$ cat src/common/fetch_unit_pkg.sv
`default_nettype none

package fetch_unit_pkg;

    typedef logic [7:0]  byte_t;
    typedef logic [15:0] word_t;
    typedef logic [15:0] offset_t;

    // Physical address bits 19 to 1
    typedef logic [18:0] word_addr_t;

    localparam int FIFO_DEPTH    = 6;
    localparam int FIFO_MIN_FREE = 2;

    typedef logic [2:0] fifo_count_t;

    localparam offset_t RESET_CS = 16'hffff;
    localparam offset_t RESET_IP = 16'h0000;

    typedef enum logic [1:0] {
        PF_IDLE,
        PF_WAIT_ACK,
        PF_PUSH_LOW,
        PF_PUSH_HIGH
    } prefetch_state_t;

    typedef enum logic [1:0] {
        IMM_IDLE,
        IMM_READ_LOW,
        IMM_READ_HIGH,
        IMM_DONE
    } immed_state_t;

endpackage

`default_nettype wire

$ cat src/prefetch/prefetch.sv
`timescale 1ns/10ps
`default_nettype none

module prefetch (
    input  logic                       clk,
    input  logic                       rst_n,
    input  logic                       load_new_ip,
    input  fetch_unit_pkg::offset_t    new_cs,
    input  fetch_unit_pkg::offset_t    new_ip,
    input  logic                       fifo_nearly_full,
    input  logic                       mem_ack,
    input  fetch_unit_pkg::word_t      mem_data,
    output logic                       fifo_wr_en,
    output fetch_unit_pkg::byte_t      fifo_wr_data,
    output logic                       mem_access,
    output fetch_unit_pkg::word_addr_t mem_address
);

    fetch_unit_pkg::prefetch_state_t state;
    fetch_unit_pkg::offset_t         cs;
    fetch_unit_pkg::offset_t         fetch_ip;
    fetch_unit_pkg::word_t           fetched_word;
    logic                            stale;
    logic [19:0]                     phys_addr;

    // Segment times 16 plus offset modulo 1M
    assign phys_addr = {cs, 4'b0000} + {4'b0000, fetch_ip};

    assign mem_access   = (state == fetch_unit_pkg::PF_WAIT_ACK);
    assign fifo_wr_en   = (state == fetch_unit_pkg::PF_PUSH_LOW) ||
                          (state == fetch_unit_pkg::PF_PUSH_HIGH);
    assign fifo_wr_data = (state == fetch_unit_pkg::PF_PUSH_LOW) ? fetched_word[7:0] :
                                                                   fetched_word[15:8];

    always_ff @(posedge clk or negedge rst_n) begin
        if (!rst_n) begin
            state       <= fetch_unit_pkg::PF_IDLE;
            cs          <= fetch_unit_pkg::RESET_CS;
            fetch_ip    <= fetch_unit_pkg::RESET_IP;
            stale       <= 1'b0;
            mem_address <= '0;
        end else begin
            if (load_new_ip) begin
                cs       <= new_cs;
                fetch_ip <= new_ip;
            end else if (fifo_wr_en) begin
                fetch_ip <= fetch_ip + 16'd1;
            end

            case (state)
                fetch_unit_pkg::PF_IDLE: begin
                    if (!load_new_ip && !fifo_nearly_full) begin
                        // Address is held for the whole access
                        mem_address <= phys_addr[19:1];
                        state       <= fetch_unit_pkg::PF_WAIT_ACK;
                    end
                end
                fetch_unit_pkg::PF_WAIT_ACK: begin
                    if (mem_ack) begin
                        stale <= 1'b0;
                        if (stale || load_new_ip)
                            state <= fetch_unit_pkg::PF_IDLE;
                        else if (fetch_ip[0])
                            state <= fetch_unit_pkg::PF_PUSH_HIGH;
                        else
                            state <= fetch_unit_pkg::PF_PUSH_LOW;
                    end else if (load_new_ip) begin
                        // Word in flight belongs to the old stream
                        stale <= 1'b1;
                    end
                end
                fetch_unit_pkg::PF_PUSH_LOW: begin
                    if (load_new_ip)
                        state <= fetch_unit_pkg::PF_IDLE;
                    else
                        state <= fetch_unit_pkg::PF_PUSH_HIGH;
                end
                fetch_unit_pkg::PF_PUSH_HIGH: begin
                    state <= fetch_unit_pkg::PF_IDLE;
                end
                default: begin
                    state <= fetch_unit_pkg::PF_IDLE;
                end
            endcase
        end
    end

    always_ff @(posedge clk) begin
        if (mem_access && mem_ack)
            fetched_word <= mem_data;
    end

endmodule

`default_nettype wire

$ cat src/byte_fifo.sv
`timescale 1ns/10ps
`default_nettype none

module byte_fifo (
    input  logic                  clk,
    input  logic                  rst_n,
    input  logic                  flush,
    input  logic                  wr_en,
    input  fetch_unit_pkg::byte_t wr_data,
    input  logic                  rd_en,
    output fetch_unit_pkg::byte_t rd_data,
    output logic                  empty,
    output logic                  nearly_full
);

    fetch_unit_pkg::byte_t       mem [fetch_unit_pkg::FIFO_DEPTH];
    fetch_unit_pkg::fifo_count_t wr_ptr;
    fetch_unit_pkg::fifo_count_t rd_ptr;
    fetch_unit_pkg::fifo_count_t count;
    logic                        full;
    logic                        do_wr;
    logic                        do_rd;

    function automatic fetch_unit_pkg::fifo_count_t next_ptr(fetch_unit_pkg::fifo_count_t p);
        if (p == fetch_unit_pkg::fifo_count_t'(fetch_unit_pkg::FIFO_DEPTH - 1))
            return '0;
        return p + 3'd1;
    endfunction

    assign full        = (count == fetch_unit_pkg::fifo_count_t'(fetch_unit_pkg::FIFO_DEPTH));
    assign empty       = (count == '0);
    assign nearly_full = (count > fetch_unit_pkg::fifo_count_t'(fetch_unit_pkg::FIFO_DEPTH -
                                                                fetch_unit_pkg::FIFO_MIN_FREE));

    // Flush wins over both ports
    assign do_wr = wr_en & ~full & ~flush;
    assign do_rd = rd_en & ~empty & ~flush;

    assign rd_data = mem[rd_ptr];

    always_ff @(posedge clk or negedge rst_n) begin
        if (!rst_n) begin
            wr_ptr <= '0;
            rd_ptr <= '0;
            count  <= '0;
        end else if (flush) begin
            wr_ptr <= '0;
            rd_ptr <= '0;
            count  <= '0;
        end else begin
            if (do_wr)
                wr_ptr <= next_ptr(wr_ptr);
            if (do_rd)
                rd_ptr <= next_ptr(rd_ptr);
            if (do_wr && !do_rd)
                count <= count + 3'd1;
            else if (do_rd && !do_wr)
                count <= count - 3'd1;
        end
    end

    always_ff @(posedge clk) begin
        if (do_wr)
            mem[wr_ptr] <= wr_data;
    end

endmodule

`default_nettype wire

$ cat src/fetch_unit.sv
`timescale 1ns/10ps
`default_nettype none

module fetch_unit (
    input  logic                       clk,
    input  logic                       rst_n,
    input  logic                       load_new_ip,
    input  fetch_unit_pkg::offset_t    new_cs,
    input  fetch_unit_pkg::offset_t    new_ip,
    input  logic                       instr_m_ack,
    input  fetch_unit_pkg::word_t      instr_m_data_in,
    input  logic                       immed_start,
    input  logic                       immed_is_8bit,
    output fetch_unit_pkg::word_addr_t instr_m_addr,
    output logic                       instr_m_access,
    output logic                       immed_busy,
    output logic                       immed_complete,
    output fetch_unit_pkg::word_t      immediate,
    output fetch_unit_pkg::offset_t    ip_current
);

    logic                  fifo_flush;
    logic                  fifo_wr_en;
    fetch_unit_pkg::byte_t fifo_wr_data;
    logic                  fifo_rd_en;
    fetch_unit_pkg::byte_t fifo_rd_data;
    logic                  fifo_empty;
    logic                  fifo_nearly_full;
    logic                  immed_fifo_rd_en;
    logic                  ip_inc;

    // Redirect empties the queue on the same edge
    assign fifo_flush = load_new_ip;

    // Immediate reader is the only queue consumer
    assign fifo_rd_en = immed_fifo_rd_en;
    assign ip_inc     = fifo_rd_en & ~fifo_empty;

    always_ff @(posedge clk or negedge rst_n) begin
        if (!rst_n)
            ip_current <= fetch_unit_pkg::RESET_IP;
        else if (load_new_ip)
            ip_current <= new_ip;
        else if (ip_inc)
            ip_current <= ip_current + 16'd1;
    end

    byte_fifo byte_fifo_i (
        .clk         (clk),
        .rst_n       (rst_n),
        .flush       (fifo_flush),
        .wr_en       (fifo_wr_en),
        .wr_data     (fifo_wr_data),
        .rd_en       (fifo_rd_en),
        .rd_data     (fifo_rd_data),
        .empty       (fifo_empty),
        .nearly_full (fifo_nearly_full)
    );

    prefetch prefetch_i (
        .clk              (clk),
        .rst_n            (rst_n),
        .load_new_ip      (load_new_ip),
        .new_cs           (new_cs),
        .new_ip           (new_ip),
        .fifo_nearly_full (fifo_nearly_full),
        .mem_ack          (instr_m_ack),
        .mem_data         (instr_m_data_in),
        .fifo_wr_en       (fifo_wr_en),
        .fifo_wr_data     (fifo_wr_data),
        .mem_access       (instr_m_access),
        .mem_address      (instr_m_addr)
    );

    immediate_reader immediate_reader_i (
        .clk          (clk),
        .rst_n        (rst_n),
        .start        (immed_start),
        .is_8bit      (immed_is_8bit),
        .fifo_rd_data (fifo_rd_data),
        .fifo_empty   (fifo_empty),
        .busy         (immed_busy),
        .complete     (immed_complete),
        .immediate    (immediate),
        .fifo_rd_en   (immed_fifo_rd_en)
    );

endmodule

`default_nettype wire

$ cat src/immediate_reader.sv
`timescale 1ns/10ps
`default_nettype none

module immediate_reader (
    input  logic                  clk,
    input  logic                  rst_n,
    input  logic                  start,
    input  logic                  is_8bit,
    input  fetch_unit_pkg::byte_t fifo_rd_data,
    input  logic                  fifo_empty,
    output logic                  busy,
    output logic                  complete,
    output fetch_unit_pkg::word_t immediate,
    output logic                  fifo_rd_en
);

    fetch_unit_pkg::immed_state_t state;
    logic                         single_byte;
    logic                         reading;

    assign reading    = (state == fetch_unit_pkg::IMM_READ_LOW) ||
                        (state == fetch_unit_pkg::IMM_READ_HIGH);
    assign busy       = reading;
    assign complete   = (state == fetch_unit_pkg::IMM_DONE);
    assign fifo_rd_en = reading & ~fifo_empty;

    always_ff @(posedge clk or negedge rst_n) begin
        if (!rst_n) begin
            state <= fetch_unit_pkg::IMM_IDLE;
        end else begin
            case (state)
                fetch_unit_pkg::IMM_READ_LOW: begin
                    if (!fifo_empty)
                        state <= single_byte ? fetch_unit_pkg::IMM_DONE :
                                               fetch_unit_pkg::IMM_READ_HIGH;
                end
                fetch_unit_pkg::IMM_READ_HIGH: begin
                    if (!fifo_empty)
                        state <= fetch_unit_pkg::IMM_DONE;
                end
                default: begin
                    // A new start may arrive in idle or in done
                    if (start)
                        state <= fetch_unit_pkg::IMM_READ_LOW;
                    else
                        state <= fetch_unit_pkg::IMM_IDLE;
                end
            endcase
        end
    end

    always_ff @(posedge clk) begin
        if (!reading && start) begin
            single_byte <= is_8bit;
            immediate   <= '0;
        end else if (fifo_rd_en) begin
            if (state == fetch_unit_pkg::IMM_READ_LOW)
                immediate[7:0] <= fifo_rd_data;
            else
                immediate[15:8] <= fifo_rd_data;
        end
    end

endmodule

`default_nettype wire

$ cat config.mk
export PLATFORM = sky130hd
export DESIGN_NAME = fetch_unit
export DESIGN_NICKNAME = d
export VERILOG_FILES = /design/src/common/fetch_unit_pkg.sv /design/src/prefetch/prefetch.sv /design/src/byte_fifo.sv /design/src/fetch_unit.sv /design/src/immediate_reader.sv
export SDC_FILE = /design/constraint.sdc
export NUM_CORES = 1
export LEC_CHECK = 0
export BUFFER_PORTS_ARGS = -buffer_cell sky130_fd_sc_hd__buf_4
export CORE_UTILIZATION = 57
export DETAILED_ROUTE_END_ITERATION = 8
export PLACE_DENSITY = 0.8
export RECOVER_POWER = 25
export SLEW_MARGIN = 5
export SYNTH_ARGS = -nofsm -noshare
export SYNTH_HDL_FRONTEND = slang
export SYNTH_SLANG_ARGS = --single-unit
export TNS_END_PERCENT = 20
$ cat constraint.sdc
create_clock -name clk -period 2.49 [get_ports clk]
set_input_delay 0 -clock clk [delete_from_list [all_inputs] [get_ports clk]]
set_output_delay 0 -clock clk [all_outputs]
set_load 0.02 [all_outputs]
==> results.json <==
{
  "status": "complete, but fails checks",
  "violations": "max-capacitance violations, max-slew violations",
  "routed_wl_um": 16200,
  "grt_pass1_vias": 5315,
  "fmax_ghz": 0.425,
  "clk_pin_slew_worst_paths_ps": 60,
  "worst_pin_slew_ps": 1980,
  "syn_inst": 604,
  "synth.top_cell.area_share_pct": 26.6,
  "io_pins": 108,
  "min_path_cells": 4,
  "viasPerCell": 5.44,
  "timing.slew.headroom_pct": -32.1,
  "end_kind": "register",
  "power_w": 0.00896,
  "core_area_sq_mm": 0.0126,
  "num_vias": 5236,
  "diodes": 0,
  "postSynthAreaPerCell_sq_um": 12.2,
  "detail-route-antenna-nets": 0,
  "ys_top_cells_by_count": "66 x nor2_1, 65 x dfrtp_1, 65 x edfxtp_1, 42 x mux2_2, 42 x nand2_1",
  "synthesis.area_sq_mm": 0.00735,
  "seqCellArea_sq_mm": 0.00432,
  "r2r_cells": 10,
  "drive_gt1_share_pct": 22.8,
  "synth_area_leaders": "edfxtp_1 27%, dfrtp_1 22%, mux2_2 6.4%",
  "stdcell_count": 963,
  "slowest_stage": "dfstp_2",
  "critPathTopFamily": "compound AO/OA/AOI/OAI gates",
  "fin_tns_setup_ps": 0,
  "synth_fp_nets": 677,
  "slew_viol_final": 82,
  "num_rows": 41,
  "fp.dieH_um": 116,
  "min_to": "immediate_reader_i.state[0]",
  "drtIter0Drc": 243,
  "cts_root_buf": "clkbuf_16",
  "insertion_delay_ps": 430,
  "min_period_ps": 2350,
  "report.final.hold_viol_count": 0,
  "grt_max_degree": 82,
  "grt_overflow": 0,
  "rrSetupSlack_ps": 140,
  "synth_async_sr_flop_share_pct": 50.0,
  "cts_made_buffers": 17,
  "grt_pass1_wl_um": 26100,
  "hp-class": "primary input to register",
  "nFillCells": 834,
  "clk_path_buf_depth": 2,
  "yosys_warnings": 0,
  "place_inst": 880,
  "track_usage_pct": 26.3,
  "dp_hpwl_um": 10900,
  "path_class": "register to register",
  "drv_cap": 1,
  "rr_startpoint": "prefetch_i.cs[0]",
  "cts_sinks": 162,
  "slowest_delay_ps": 530,
  "yosysSeqAreaShare_pct": 58.8,
  "synth_cell_types": 49,
  "htree_num_levels": 4,
  "syn2layout_area_growth_pct": 27.2,
  "portBuffers": 107,
  "power.leakage_nw": 3.81,
  "hold_start": "immed_start",
  "drc": 0,
  "first_pass_iters": 4,
  "antenna_found_initial": 0,
  "power_density_mw_per_mm2": 959,
  "critPathBufInv": 2,
  "yosysMostFrequentCell": "nor2_1",
  "setup_violations": 0,
  "dieArea_sq_mm": 0.0133,
  "crit_fanout": 5,
  "rr_endpoint": "prefetch_i.mem_address[11]",
  "nNetsFinal": 851,
  "multi_input_area_sq_mm": 0.00286,
  "crit_arrival_ps": 2670,
  "crit_required_ps": 2810,
  "fp.dieW_um": 116,
  "synth_top_area_cell": "edfxtp_1",
  "synthFlopType": "edfxtp_1",
  "fin_skew_ps": 13.9,
  "cts_resized": 0,
  "cts_hold_buf": 51,
  "cts_tree": "done",
  "worstPathCellList": "ha_1 -> inv_1 -> fa_1 -> nor2b_1 -> o211ai_1 -> a31oi_1 -> buf_4 -> o21a_1 -> nor3_1 -> o31ai_1",
  "ys_seq_elements": 162,
  "peakVddDrop_mv": 0.524,
  "rsz0062_at_grt": "no",
  "critPathLaunchType": "register",
  "fin_crit_sh_pct": 94.5,
  "initial_utilization_pct": 58.4,
  "post-cts-setup-buffers": 0,
  "wl_per_cell_um": 16.8,
  "place.gp.congestion": 0.854,
  "synth_edf_count": 65
}
## registers in the layout, summed over array words and instances (netlist names), 2 cells and up
| signal | count |
|---|---|
| immediate_reader_i.state | 2 |
| prefetch_i.cs | 16 |
| prefetch_i.state | 2 |
| byte_fifo_i.rd_ptr | 3 |
| prefetch_i.mem_address | 19 |
| prefetch_i.fetched_word | 16 |
| byte_fifo_i.mem | 48 |
| byte_fifo_i.wr_ptr | 3 |
| prefetch_i.fetch_ip | 16 |
| ip_current | 16 |
| immediate_reader_i.immediate | 16 |
| byte_fifo_i.count | 3 |
## cell usage in the layout (no fill, tap or decap), types with 6 or more instances in the layout
| cell | instances |
|---|---|
| a21oi_1 | 36 |
| nor2_1 | 66 |
| dlygate4sd3_1 | 51 |
| dfrtp_1 | 65 |
| ha_1 | 17 |
| buf_4 | 67 |
| inv_6 | 6 |
| clkbuf_4 | 17 |
| and3_1 | 7 |
| inv_1 | 20 |
| xor2_1 | 20 |
| clkbuf_1 | 42 |
| mux2i_1 | 29 |
| mux4_2 | 8 |
| dfstp_1 | 8 |
| nand2_1 | 42 |
| dfstp_2 | 8 |
| nand4_1 | 7 |
| nor3_1 | 7 |
| dfxtp_1 | 16 |
| clkbuf_16 | 17 |
| nand3_1 | 20 |
| xnor2_1 | 20 |
| o21ai_0 | 27 |
| mux2_2 | 42 |
| edfxtp_1 | 65 |
## worst min-delay path: stages
cell and delay (ps):
buf_4 80, and2_1 150, o21ai_0 100, o21ai_0 80
## layer usage
metal / GRT usage [%] / vias up / wire length, um
met5: 0 / - / 0
met4: 11.0 / 0 / 431
met3: 5.70 / 34 / 696
met2: 44.2 / 146 / 8180
met1: 33.2 / 2545 / 6850
li1: - / 2511 / -
## power breakdown
group,leakage (nW),internal [W],switching (W)
clock network,0.277,0.00141,0.00112
registers,1.67,0.00333,0.000365
logic,1.87,0.00110,0.00164
## through the flow
| step | util [%] | hold WS [ps] | setup WS [ps] | instance area, sq um |
|---|---|---|---|---|
| floorplan | - | -296 | 314 | 7350 |
| global placement | 67.0 | 179 | 282 | 8420 |
| detailed placement | 67.0 | 180 | 179 | 8420 |
| CTS | 75.6 | 18.2 | 136 | 9500 |
| global route | 74.4 | 43.9 | 6.48 | 9350 |
| finish | 74.4 | 28.0 | 138 | 9350 |
## kinds of logic after synthesis
logic type,Yosys count,share of synthesized area (%)
AO/OA/AOI/OAI,88,6.92
XOR/XNOR,40,4.77
adder cells (fa/ha/maj),19,3.44
buffers and inverters,43,2.28
flip-flops,162,58.8
multiplexers,79,12.8
AND/OR/NAND/NOR,173,11.0
## cell type report
class                      count  area share, %
sequential                   162           46.2
multi-input combinational    399           30.6
tap                          172           2.30
clock inverter                14           1.54
inverter                      21          0.843
clock buffer                  18           4.59
timing repair buffer         177           13.9
## how the worst max path moves through the flow
stage	start	endpoint	slack (ps)	depth (start not counted)
6_report	prefetch_i.cs[0]	prefetch_i.mem_address[11]	140	10
5_1_grt	prefetch_i.cs[0]	prefetch_i.mem_address[17]	6	10
4_1_cts	prefetch_i.cs[0]	prefetch_i.mem_address[11]	140	10
3_5_place_dp	prefetch_i.cs[0]	prefetch_i.mem_address[11]	180	10
3_3_place_gp	prefetch_i.cs[0]	prefetch_i.mem_address[17]	280	10
2_1_floorplan	prefetch_i.cs[0]	prefetch_i.mem_address[17]	310	9
Power figures use the tool's default switching activity.
